**src/cpu_config.svh**
```systemverilog
`ifndef CPU_CONFIG_SVH
`define CPU_CONFIG_SVH

// datapath word width in bits
`define DATA_WIDTH 32

// data RAM depth in words
`define RAM_WORDS 256

// word-address width, log2 of RAM_WORDS
`define RAM_ADDR_W 8

// cycles between req rising and ack rising
`define ACK_DELAY 2

`endif
```
**src/memBusPkg.sv**
```systemverilog
package memBusPkg;

    // one bit per byte lane of a data word
    typedef logic [3:0] ByteEnable;

    // byte offset within a word, taken from address bits 1:0
    typedef enum logic [1:0] {
        Lane0,
        Lane1,
        Lane2,
        Lane3
    } ByteLane;

    // single-lane enable for a byte access
    function automatic ByteEnable laneMask(input ByteLane lane);
        ByteEnable mask;
        mask = 4'b0001 << lane;
        return mask;
    endfunction

endpackage

```
**src/pipeTypesPkg.sv**
```systemverilog
`include "cpu_config.svh"

package pipeTypesPkg;

    // load kinds seen by the MEM stage
    typedef enum logic [2:0] {
        LdNone,
        LdLb,
        LdLbu,
        LdLh,
        LdLhu,
        LdLw
    } LoadType;

    // store kinds
    typedef enum logic [1:0] {
        StNone,
        StSb,
        StSh,
        StSw
    } StoreType;

    // writeback source
    typedef enum logic [1:0] {
        WbAlu,
        WbMem,
        WbLink
    } WbSelType;

    // exceptions raised in MEM
    typedef enum logic [1:0] {
        ExcNone,
        ExcLoadMisalign,
        ExcStoreMisalign
    } ExcCode;

    // valid stays the first field so it lands in the MSB of each payload
    typedef struct packed {
        logic                   valid;
        logic [`DATA_WIDTH-1:0] pc;
        logic [`DATA_WIDTH-1:0] aluOut;
        logic [`DATA_WIDTH-1:0] storeData;
        LoadType                loadType;
        StoreType               storeType;
        logic [4:0]             dst;
        logic                   regWrite;
        WbSelType               wbSel;
    } ExeMemPayload;

    typedef struct packed {
        logic                   valid;
        logic [`DATA_WIDTH-1:0] pc;
        logic [4:0]             dst;
        logic                   regWrite;
        logic [`DATA_WIDTH-1:0] wbData;
        ExcCode                 exc;
    } MemWbPayload;

endpackage

```
**src/memAccessUnit.sv**
```systemverilog
`timescale 1ns/1ps
`include "cpu_config.svh"

module memAccessUnit
    import pipeTypesPkg::*;
    import memBusPkg::*;
(
    input  logic                   clk,
    input  logic                   rst,
    input  logic                   flush,
    input  ExeMemPayload           memIn,
    input  logic                   memAck,
    input  logic [`DATA_WIDTH-1:0] memRdata,
    output logic                   stageAdvance,
    output logic                   wbFlush,
    output MemWbPayload            wbOut,
    output logic                   memReq,
    output logic                   memWe,
    output logic [`RAM_ADDR_W-1:0] memAddr,
    output ByteEnable              memBe,
    output logic [`DATA_WIDTH-1:0] memWdata
);

    typedef enum logic {
        Idle,
        WaitAck
    } AccessState;

    AccessState             state;
    ByteLane                lane;
    logic                   isLoad;
    logic                   isStore;
    logic                   loadMisaligned;
    logic                   storeMisaligned;
    logic                   needAccess;
    logic                   accessDone;
    logic                   discarded;
    ByteEnable              storeBe;
    logic [`DATA_WIDTH-1:0] storeWord;
    logic [`DATA_WIDTH-1:0] loadWord;
    logic [`DATA_WIDTH-1:0] loadData;
    logic [7:0]             loadByte;
    logic [15:0]            loadHalf;

    assign lane    = ByteLane'(memIn.aluOut[1:0]);
    assign isLoad  = memIn.loadType != LdNone;
    assign isStore = memIn.storeType != StNone;

    // natural alignment
    always_comb begin
        loadMisaligned  = 1'b0;
        storeMisaligned = 1'b0;
        case (memIn.loadType)
            LdLh, LdLhu: loadMisaligned = memIn.aluOut[0];
            LdLw:        loadMisaligned = |memIn.aluOut[1:0];
            default:     loadMisaligned = 1'b0;
        endcase
        case (memIn.storeType)
            StSh:    storeMisaligned = memIn.aluOut[0];
            StSw:    storeMisaligned = |memIn.aluOut[1:0];
            default: storeMisaligned = 1'b0;
        endcase
    end

    assign needAccess = memIn.valid && (isLoad || isStore) && !loadMisaligned
                        && !storeMisaligned;

    // ack has been seen high and has dropped again
    assign accessDone = (state == WaitAck) && !memReq && !memAck;

    assign stageAdvance = (state == Idle) ? !needAccess : accessDone;
    assign wbFlush      = flush || !stageAdvance || discarded;

    // replicate store data over the lanes
    always_comb begin
        storeBe   = 4'b0000;
        storeWord = memIn.storeData;
        case (memIn.storeType)
            StSb: begin
                storeBe   = laneMask(lane);
                storeWord = {(`DATA_WIDTH / 8){memIn.storeData[7:0]}};
            end
            StSh: begin
                storeBe   = memIn.aluOut[1] ? 4'b1100 : 4'b0011;
                storeWord = {(`DATA_WIDTH / 16){memIn.storeData[15:0]}};
            end
            StSw:    storeBe = 4'b1111;
            default: storeBe = 4'b0000;
        endcase
    end

    // handshake control
    always_ff @(posedge clk) begin
        if (rst) begin
            state     <= Idle;
            memReq    <= 1'b0;
            discarded <= 1'b0;
        end else begin
            case (state)
                Idle: begin
                    if (needAccess && !flush) begin
                        state  <= WaitAck;
                        memReq <= 1'b1;
                    end
                end
                WaitAck: begin
                    if (memReq && memAck) begin
                        memReq <= 1'b0;
                    end
                    // the handshake still runs to completion
                    if (flush) begin
                        discarded <= 1'b1;
                    end
                    if (accessDone) begin
                        state     <= Idle;
                        discarded <= 1'b0;
                    end
                end
                default: state <= Idle;
            endcase
        end
    end

    // request fields held for the whole handshake
    always_ff @(posedge clk) begin
        if (state == Idle && needAccess) begin
            memWe    <= isStore;
            memAddr  <= memIn.aluOut[`RAM_ADDR_W+1:2];
            memBe    <= isStore ? storeBe : 4'b1111;
            memWdata <= storeWord;
        end
        if (memReq && memAck) begin
            loadWord <= memRdata;
        end
    end

    // lane select then extend
    always_comb begin
        case (lane)
            Lane0:   loadByte = loadWord[7:0];
            Lane1:   loadByte = loadWord[15:8];
            Lane2:   loadByte = loadWord[23:16];
            default: loadByte = loadWord[31:24];
        endcase
        loadHalf = memIn.aluOut[1] ? loadWord[31:16] : loadWord[15:0];
        case (memIn.loadType)
            LdLb:    loadData = {{(`DATA_WIDTH - 8){loadByte[7]}}, loadByte};
            LdLbu:   loadData = {{(`DATA_WIDTH - 8){1'b0}}, loadByte};
            LdLh:    loadData = {{(`DATA_WIDTH - 16){loadHalf[15]}}, loadHalf};
            LdLhu:   loadData = {{(`DATA_WIDTH - 16){1'b0}}, loadHalf};
            default: loadData = loadWord;
        endcase
    end

    always_comb begin
        wbOut.valid    = memIn.valid;
        wbOut.pc       = memIn.pc;
        wbOut.dst      = memIn.dst;
        // a faulting access never writes the register file
        wbOut.regWrite = memIn.regWrite && !loadMisaligned && !storeMisaligned;
        if (loadMisaligned) begin
            wbOut.exc = ExcLoadMisalign;
        end else if (storeMisaligned) begin
            wbOut.exc = ExcStoreMisalign;
        end else begin
            wbOut.exc = ExcNone;
        end
        case (memIn.wbSel)
            WbMem:   wbOut.wbData = loadData;
            WbLink:  wbOut.wbData = memIn.pc + `DATA_WIDTH'(8);
            default: wbOut.wbData = memIn.aluOut;
        endcase
    end

    reqHeldUntilAck: assert property (@(posedge clk) disable iff (rst)
        memReq && !memAck |=> memReq);

    reqFieldsStable: assert property (@(posedge clk) disable iff (rst)
        memReq && $past(memReq) |-> $stable(memAddr) && $stable(memWe));

    noAdvanceDuringReq: assert property (@(posedge clk) disable iff (rst)
        memReq |-> !stageAdvance);

endmodule

```
**config.mk**
```make
export PLATFORM = sky130hd
export DESIGN_NAME = memAccessUnit
export DESIGN_NICKNAME = d
export VERILOG_FILES = /design/src/memBusPkg.sv /design/src/pipeTypesPkg.sv /design/src/memAccessUnit.sv
export VERILOG_INCLUDE_DIRS = /design/src
export SDC_FILE = /design/constraint.sdc
export NUM_CORES = 1
export LEC_CHECK = 0
export BUFFER_PORTS_ARGS = -buffer_cell sky130_fd_sc_hd__buf_2
export CAP_MARGIN = 20
export CORE_MARGIN = 8
export CORE_UTILIZATION = 35
export DETAILED_ROUTE_END_ITERATION = 16
export HOLD_SLACK_MARGIN = 0.02
export PLACE_DENSITY = 0.74
export SYNTH_ARGS = -nofsm -noshare
export SYNTH_HDL_FRONTEND = slang
export SYNTH_SLANG_ARGS = --single-unit
export TNS_END_PERCENT = 5
```
**constraint.sdc**
```tcl
create_clock -name clk -period 7.23 [get_ports clk]
set_clock_uncertainty 0.1 [all_clocks]
set_input_delay 1.446 -clock clk [delete_from_list [all_inputs] [get_ports clk]]
set_output_delay 1.446 -clock clk [all_outputs]
set_load 0.1 [all_outputs]
```
* Word level (Yosys, flattened, before mapping)
Index checks and enable logic that the tools add are counted.
** Cells by class
- Shift-type cells :: 1
- $add $sub $neg :: 1
- Muxes and demuxes :: 20
- Reduce and logical (&&, ||, !) cells :: 28
- Bitwise operators :: 1
- Eq/ne operators :: 14
** Operators with widths (number)
- 32-bit one-hot mux with 2 select lines :: 2
- 32-bit one-hot mux with 4 select lines :: 1
- 32-bit by 4-bit adder with 32-bit output, second input constant :: 1
- 8-bit one-hot mux with 3 select lines :: 1
- 16-bit 2-to-1 mux :: 1
- 4-bit one-hot mux with 3 select lines :: 1
- 1-bit logical AND :: 10
- 2-bit == test, second input constant :: 4
- 1-bit one-hot mux with 2 select lines :: 4
- 1-bit logical NOT :: 7
- 1-bit 2-to-1 mux :: 7
- 2-bit by 1-bit == test with 1-bit output, second input constant :: 3
- 3-bit by 2-bit == test with 1-bit output, second input constant :: 2
- 3-bit == test, second input constant :: 2
- 2-bit 2-to-1 mux :: 2
- 4-bit 2-to-1 mux :: 1
- 2-bit by 1-bit inequality test with 1-bit output, second input constant :: 2
- 2-bit AND reduction :: 2
- 2-bit nonzero test :: 2
- 2-bit OR reduction :: 2
- 1-bit by 2-bit << shifter with 4-bit output, first input constant :: 1
- 3-bit by 1-bit == test with 1-bit output, second input constant :: 1
- 1-bit logical OR :: 3
- 3-bit nonzero test :: 1
- other kinds (2) :: 2
** Storage, ports and cells
- Bits of input ports :: 146
- Logic and storage cells :: 73
- Output and inout bits :: 121
- Flip-flop bits (word level) :: 80

* Logic depth before layout (Yosys ltp)
Gate-level depths: netlist of the first run.
- Depth in word-level cells :: 11
- Mapped depth :: 7
- Depth with buffers taken out :: 7

* Worst setup path after synthesis of the first run
Ideal clock, no wire load.
- Path kind :: in2out
- From :: input port memIn[46] in the netlist's numbering
- To :: output port wbFlush
- Path slack :: -1637 ps
- Data arrival time :: 7321 ps
- Cell stages on the path :: 6
- Required time :: 5684 ps
- Path through :: buf_2 > nor2_1 > nor2_1 > nor4_2 > nor2b_1 > nand2_1
** On the way
- Cells in the longest elaborated chain, start to end :: 10
- Elaborated cells on any way between the ends :: 12
- Classes of those cells :: mux (3); reduce/logical (9)
** Ends and longest elaborated chain
- from (decl) :: RTL line memAccessUnit.sv:11 : input ExeMemPayload memIn,
- 2-bit OR reduction * :: RTL line memAccessUnit.sv:55, memAccessUnit.sv:60
- 1-bit one-hot mux with 2 select lines :: RTL line memAccessUnit.sv:53 : case (memIn.loadType)
- 1-bit logical NOT :: RTL line memAccessUnit.sv:65 : assign needAccess = memIn.valid && (isLoad || isStore) && !loadMisaligned
- 1-bit logical AND :: RTL line memAccessUnit.sv:65
- 1-bit logical AND * :: RTL line memAccessUnit.sv:66 : && !storeMisaligned;
- 1-bit logical NOT * :: RTL line memAccessUnit.sv:71 : assign stageAdvance = (state == Idle) ? !needAccess : accessDone;
- 1-bit 2-to-1 mux * :: RTL line memAccessUnit.sv:71
- named net stageAdvance :: RTL line memAccessUnit.sv:14 : output logic stageAdvance,
- 1-bit logical NOT * :: RTL line memAccessUnit.sv:72 : assign wbFlush = flush || !stageAdvance || discarded;
- 1-bit logical OR * (2 in series) :: RTL line memAccessUnit.sv:72
- to (decl) :: RTL line memAccessUnit.sv:15 : output logic wbFlush,
The timed path passes the listed nets; every way through them passes the cells marked *.

==> results by group, run 1 <==
Run status
  – Status: complete, no violations

Min path
  – Min-Delay Endpoint: memReq
  – HP Class: flip-flop to flip-flop
  – Hold wc startpoint: memReq
  – Worst Hold Depth: 2

Clocking
  – Hold Buf Count CTS: 0
  – TritonCTS Buffers: 9
  – Postcts setup bufs: 0
  – Resized Gates After CTS: 0
  – CTS H-tree lvls: 3
  – Bufs on Longest Clock Path: 2
  – Worst-Skew Late Latency: 0.33 ns
  – Clock root cell: clkbuf_16
  – Clock-pin transition on the worst setup and hold timing paths: 0.06 ns
  – TritonCTS clock tree: done
  – CTS sink cnt: 80

Placed design
  – GPL Wtd Cong: 0.918
  – DP HPWL: 14800 um
  – Port Buffers: 256

Global route
  – Largest net degree at the start of global routing: 47
  – First-pass GRT wire length: 28300 um
  – Grt ovf: 0
  – Initial antenna violation count: 0
  – Total GRT Usage: 18.2%
  – Number of global-route vias before repair: 4947

Die
  – Starting Density: 35.7%
  – Die width: 140 um
  – Placeable Area: 15100 um2
  – Row count: 45
  – IO Count: 267
  – Chip height: 140 um
  – DIE AREA: 19600 um2

Worst setup path
  – CP peak stage delay: 0.75 ns
  – Top delay family on crit path: buffers and inverters
  – WP data required: 5.68 ns
  – CP dominant cell by count: buf_2
  – Reg2reg start: state
  – CP Max Fanout: 30
  – Critical Path Sink Type: output port
  – CP Cell Sequence: buf_2 -> mux4_2 -> nor3_2 -> nor4_4 -> o21ai_1 -> o211ai_1 -> buf_2
  – CP arrival: 4.00 ns
  – Startpoint Class: input pin
  – Worst setup path class: input pin to output port
  – Buf/Inv on CP: 2
  – Slowest CP cell: nor4_4
  – Cells on worst reg2reg path: 3
  – R2R Path End: memAddr[3]
  – FF-to-FF setup slack: 5.46 ns

Finish
  – Ant. Diodes: 0
  – Register area: 2370 um2
  – Share of cells above drive strength 1: 39.2%
  – Final net count: 907
  – Multi-input logic area: 2540 um2
  – Area grow syn2layout: 27.6%
  – # fillers: 1505

Synth
  – FFs w/ async S/R, synth: 0%
  – Top cells by area, synth: edfxtp_1 43%, buf_4 5.4%, nand2_1 3.9%
  – Mapped Cells: 550
  – Cell taking the most area after synthesis: edfxtp_1
  – Yosys Warn Count: 0
  – Register area share after synthesis: 44.1%
  – FF+latch count, synth: 80
  – Ys flop type: edfxtp_1
  – Cell area after synthesis: 5380 um2
  – Share of the synthesized area in the top cell type: 43.0%
  – Most common library cells after synthesis: 77 x edfxtp_1, 56 x nand2_1, 45 x nor2_1
  – Library cells used by synthesis: 55
  – Syn_nets: 704
  – Post-Syn Area per Cell: 9.78 um2
  – Most common cell in the synthesized netlist: edfxtp_1
  – Post-synth EDFFs: 77

STA
  – Clock period minus final worst setup slack: 5.55 ns
  – Final critical-path share of the clock period: 76.7%
  – TNS Setup: 0 ns
  – Fmax: 0.180 GHz
  – Final Slew Violations: 0
  – Worst slew margin: 35.1%
  – Fin. Hold Viols: 0
  – Slew @ Worst Pin: 0.973 ns
  – Final setup vio count: 0
  – RSZ-0062 raised after global routing: no

Detailed routing
  – DRC: 0
  – Vias per cell: 5.31
  – Final wirelength: 18400 um
  – Iteration count of the initial detailed-routing pass: 5
  – Final ANT Viol Nets: 0
  – DR WL/cell: 19.5 um
  – Routed vias: 5022
  – Starting DRC count in detailed routing: 446

Power and ir drop
  – Pwr/cell area: 251 nW/um2
  – Leakage power: 2.90 nW
  – Total Power: 1.72 mW
  – Worst vdd ir: 0.160 mV

Flow run
  – Number of max-cap violations: 0
-- routing by layer --
layer,wire (um),vias up,global-route usage [%]
met1,7600,2323,22.6
met2,9020,233,30.2
met3,1390,28,4.93
met4,397,0,5.83
li1,-,2438,-
met5,0,-,0
-- state kept, by name, indices dropped and copies added (netlist names) --
signal	count
loadWord	32
memWdata	32
memAddr	8
memBe	4
discarded	1
memReq	1
memWe	1
state	1
-- where the power goes --
group	leakage [nW]	switching [mW]	internal, mW
registers	0.740	0.00994	0.542
logic	2.00	0.545	0.122
clock network	0.160	0.195	0.310
total	2.90	0.750	0.974
-- worst register-to-register path, delay by kind of cell (launching register included) --
family | cells | cell delay (ns)
buf+inv | 1 | 0.52
flops | 1 | 0.34
simple gates | 2 | 0.41
-- cell usage in the layout, fill, tap and decap left out, types with 12 or more instances in the layout --
cell / instances
nand2b_1: 13
xor2_1: 15
buf_2: 256
nor2_1: 45
nand2_1: 56
o211ai_1: 19
inv_1: 20
a22o_1: 12
a22oi_1: 19
xnor2_1: 12
o21ai_0: 27
edfxtp_1: 77
o21ai_1: 12
a21oi_1: 30
-- through the flow --
step | setup slack, ns | instance area, um2 | util, % | std cells | hold slack (ns)
5_1_grt | 1.53 | 6870 | 45.5 | 946 | 0.437
3_3_place_gp | 1.77 | 6540 | 43.3 | 930 | 0.388
6_report | 1.68 | 6870 | 45.5 | 946 | 0.400
2_1_floorplan | 0.00445 | 5390 | - | 550 | 0.361
3_5_place_dp | 1.70 | 6540 | 43.3 | 930 | 0.396
4_1_cts | 1.71 | 6870 | 45.5 | 946 | 0.404
-- cells by family after synthesis --
group	count (synthesis)	synth area share, %
compound gates	160	20.3
buf+inv	89	9.07
flops	80	44.1
xor+xnor	28	4.56
fa+ha+maj	9	2.05
mux	11	2.53
simple gates	173	17.4
-- how the worst max path moves through the flow --
stage | from | endpoint | slack (ns) | cells after the start
final | memIn[46] | wbOut[31] | 1.68 | 7
after global routing | memIn[46] | wbOut[21] | 1.53 | 7
after CTS | memIn[46] | wbOut[31] | 1.71 | 7
after global placement | memIn[46] | wbOut[27] | 1.77 | 7
after floorplan | memIn[46] | wbFlush | 0.004 | 6
after detailed placement | memIn[46] | wbOut[31] | 1.70 | 7
-- layout make-up --
type                       count  share of cell area [%]
clock buffer                   9                    3.28
clock inverter                 7                    1.57
inverter                      21                    1.15
multi-input combinational    381                    36.9
sequential                    80                    34.5
tap                          188                    3.43
timing repair buffer         260                    19.1
Note: power is estimated with default switching activity, not from simulation.
==> run 2, diff against run 1 <==
--- a/config.mk
+++ b/config.mk
@@ -12,7 +12,7 @@
 export CORE_UTILIZATION = 35
 export DETAILED_ROUTE_END_ITERATION = 16
 export HOLD_SLACK_MARGIN = 0.02
-export PLACE_DENSITY = 0.74
+export PLACE_DENSITY = 0.76
 export SYNTH_ARGS = -nofsm -noshare
 export SYNTH_HDL_FRONTEND = slang
 export SYNTH_SLANG_ARGS = --single-unit
==> constraint.sdc (replaced) <==
create_clock -name clk -period 4.94 [get_ports clk]
set_clock_uncertainty 0.1 [all_clocks]
set_input_delay 0.988 -clock clk [delete_from_list [all_inputs] [get_ports clk]]
set_output_delay 0.988 -clock clk [all_outputs]
set_load 0.1 [all_outputs]
==> run 2 against run 1 <==
Compared with the run above: final cell count up 1.1%; largest power group unchanged; register-to-register slack got worse by 2.4 ns; sequential power rose by 46%; highest routed layer unchanged; critical path depth is 2 higher; routed wire length up 3.7%; critical endpoint is now wbOut[4].
==> results by group, run 2 (synthesis gave the netlist of run 1 again) <==
Run status
  – Status: complete, no violations

Worst setup path
  – CP peak stage delay: 0.63 ns (-0.12 ns)
  – Crit. Startpoint: memIn[0]
  – CP Max Fanout: 16 (-47%)
  – Cells on worst reg2reg path: 5 (+2)
  – Worst setup path class: input pin to output port
  – Slowest CP cell: ha_1
  – CP Cell Sequence: buf_2 -> inv_1 -> ha_1 -> nor2b_1 -> buf_4 -> a22o_1 -> a221o_1 -> o32a_1 -> buf_2
  – FF-to-FF setup slack: 3.07 ns (-2.39 ns)
  – WP data required: 3.85 ns (-1.83 ns)
  – CP endpoint: wbOut[4]
  – Reg2reg start: state
  – R2R Path End: state
  – CP dominant cell by count: buf_2
  – CP arrival: 3.16 ns (-0.84 ns)
  – Startpoint Class: input pin
  – Critical Path Sink Type: output port

Detailed routing
  – Iteration count of the initial detailed-routing pass: 5 (unchanged)
  – DR WL/cell: 20.0 um (+2.6%)
  – Final wirelength: 19100 um (+3.7%)
  – Routed vias: 5132 (+2.2%)
  – Vias per cell: 5.37 (+1.1%)
  – DRC: 0 (unchanged)
  – Starting DRC count in detailed routing: 409 (-8.3%)
  – Final ANT Viol Nets: 0 (unchanged)

Placed design
  – DP Worst Slack: 0.720 ns (-0.975 ns)
  – GPL Wtd Cong: 0.944 (+2.8%)
  – Post-DP Area: 6790 um2 (+3.8%)
  – DP HPWL: 15600 um (+5.4%)
  – Port Buffers: 256 (unchanged)

STA
  – Final setup vio count: 0 (unchanged)
  – Slew @ Worst Pin: 0.817 ns (-0.156 ns)
  – Fin worst setup slack: 0.697 ns (-0.985 ns)
  – Final critical-path share of the clock period: 85.9%
  – Final Slew Violations: 0 (unchanged)
  – Fmax: 0.236 GHz
  – Hold slack: 0.399 ns (-0.00156 ns)
  – Fin. Hold Viols: 0 (unchanged)
  – RSZ-0062 raised after global routing: no
  – Clock period minus final worst setup slack: 4.24 ns
  – Worst slew margin: 45.3% (+10 points)

Power and ir drop
  – Sequential cell fraction of total power: 32.3% (+0.3 points)
  – Worst vdd ir: 0.199 mV (+25%)
  – Switching Fraction: 45.1% (+1.6 points)
  – Pwr/cell area: 351 nW/um2 (+40%)
  – Leakage power: 2.97 nW (+2.3%)
  – Sw Pwr: 1.12 mW (+50%)
  – Combinational Power Share: 41.3% (+2.6 points)
  – Total Power: 2.49 mW (+45%)
  – Cell Int Power: 1.37 mW (+41%)
  – Proportion of power drawn by the clock network: 26.3% (-3.0 points)

Clocking
  – CTS sink cnt: 80 (unchanged)
  – Hold Buf Count CTS: 0 (unchanged)
  – Clock-pin transition on the worst setup and hold timing paths: 0.06 ns (about the same)
  – CTS H-tree lvls: 3 (unchanged)
  – TritonCTS Buffers: 9 (unchanged)
  – Clock root cell: clkbuf_16
  – Worst-Skew Late Latency: 0.33 ns (about the same)
  – Bufs on Longest Clock Path: 2 (unchanged)
  – Resized Gates After CTS: 0 (unchanged)
  – Postcts setup bufs: 0 (unchanged)
  – TritonCTS clock tree: done

Global route
  – Initial antenna violation count: 4 (+4)
  – First-pass GRT wire length: 29000 um (+2.5%)
  – Number of global-route vias before repair: 5085 (+2.8%)
  – Largest net degree at the start of global routing: 47 (unchanged)
  – Total GRT Usage: 18.9% (+0.71 points)
  – Grt ovf: 0 (unchanged)

Min path
  – HP Class: flip-flop to flip-flop

Finish
  – Most frequent cells in the layout: 244 x buf_2, 77 x edfxtp_1, 56 x nand2_1
  – Top flop regs: loadWord x32, memWdata x32, memAddr x8
  – Area grow syn2layout: 31.8%
  – Finished Core Util: 47.0% (+1.5 points)
  – Finished Cell Area: 7090 um2 (+3.3%)
  – Final net count: 913 (+0.66%)
  – Share of cells above drive strength 1: 40.6% (+1.4 points)
  – Most common cell after layout, fill and taps aside: buf_2
  – # fillers: 1451 (-3.6%)

Die
  – Row count: 45 (unchanged)
  – Placeable Area: 15100 um2 (unchanged)
  – DIE AREA: 19600 um2 (unchanged)
  – Die width: 140 um (unchanged)
  – Chip height: 140 um (unchanged)
  – IO Count: 267 (unchanged)
  – Starting Density: 35.7% (unchanged)

Flow run
  – Number of max-cap violations: 0 (unchanged)
==> run 2: worst min path at each step <==
| stage | to | slack (ns) | startpoint | cells after the start |
|---|---|---|---|---|
| floorplan | discarded | 0.36 | state | 1 |
| global placement | memReq | 0.39 | memReq | 2 |
| detailed placement | memReq | 0.39 | memReq | 2 |
| CTS | memReq | 0.40 | memReq | 2 |
| global route | memReq | 0.43 | memReq | 2 |
| finish | memReq | 0.40 | memReq | 2 |
==> run 2: power groups by stage <==
| stage | logic, mW | registers [mW] | clock network (mW) |
|---|---|---|---|
| after detailed placement | 1.03 | 0.821 | 0 |
| final | 1.03 | 0.806 | 0.656 |
| after floorplan | 0.610 | 1.02 | 0 |
| after global routing | 1.07 | 0.809 | 0.702 |
| after CTS | 1.03 | 0.806 | 0.674 |
| after global placement | 1.03 | 0.820 | 0 |
==> run 2: layer usage <==
metal / part of all wire, % / routed length [um] / track usage [%]
met5: 0 / 0 / 0
met4: 2.8 / 535 / 7.26
met3: 7.8 / 1490 / 4.62
met2: 48 / 9120 / 30.0
met1: 42 / 7940 / 24.5
==> run 2: metrics by stage <==
stage          setup TNS, ns  cells
2_1_floorplan          -1.37    550
3_3_place_gp               0    936
3_5_place_dp               0    936
4_1_cts                    0    952
5_1_grt                    0    956
6_report                   0    956
==> run 2: worst max-delay path: cells and delay by family <==
family,cells,cell delay (ns)
compound gates,3,0.80
simple gates,1,0.10
buf+inv,4,0.62
fa+ha+maj,1,0.63
==> run 2: layout make-up <==
type / instances / area, um2 / share of cell area, %
multi-input cells: 381 / 2560 / 36.1
well taps: 188 / 235 / 3.32
inverters: 21 / 78.8 / 1.11
clock buffers: 9 / 225 / 3.17
flip-flops and latches: 80 / 2370 / 33.4
clock inverters: 7 / 72.6 / 1.02
diodes: 4 / 10.0 / 0.141
repair buffers: 266 / 1540 / 21.7
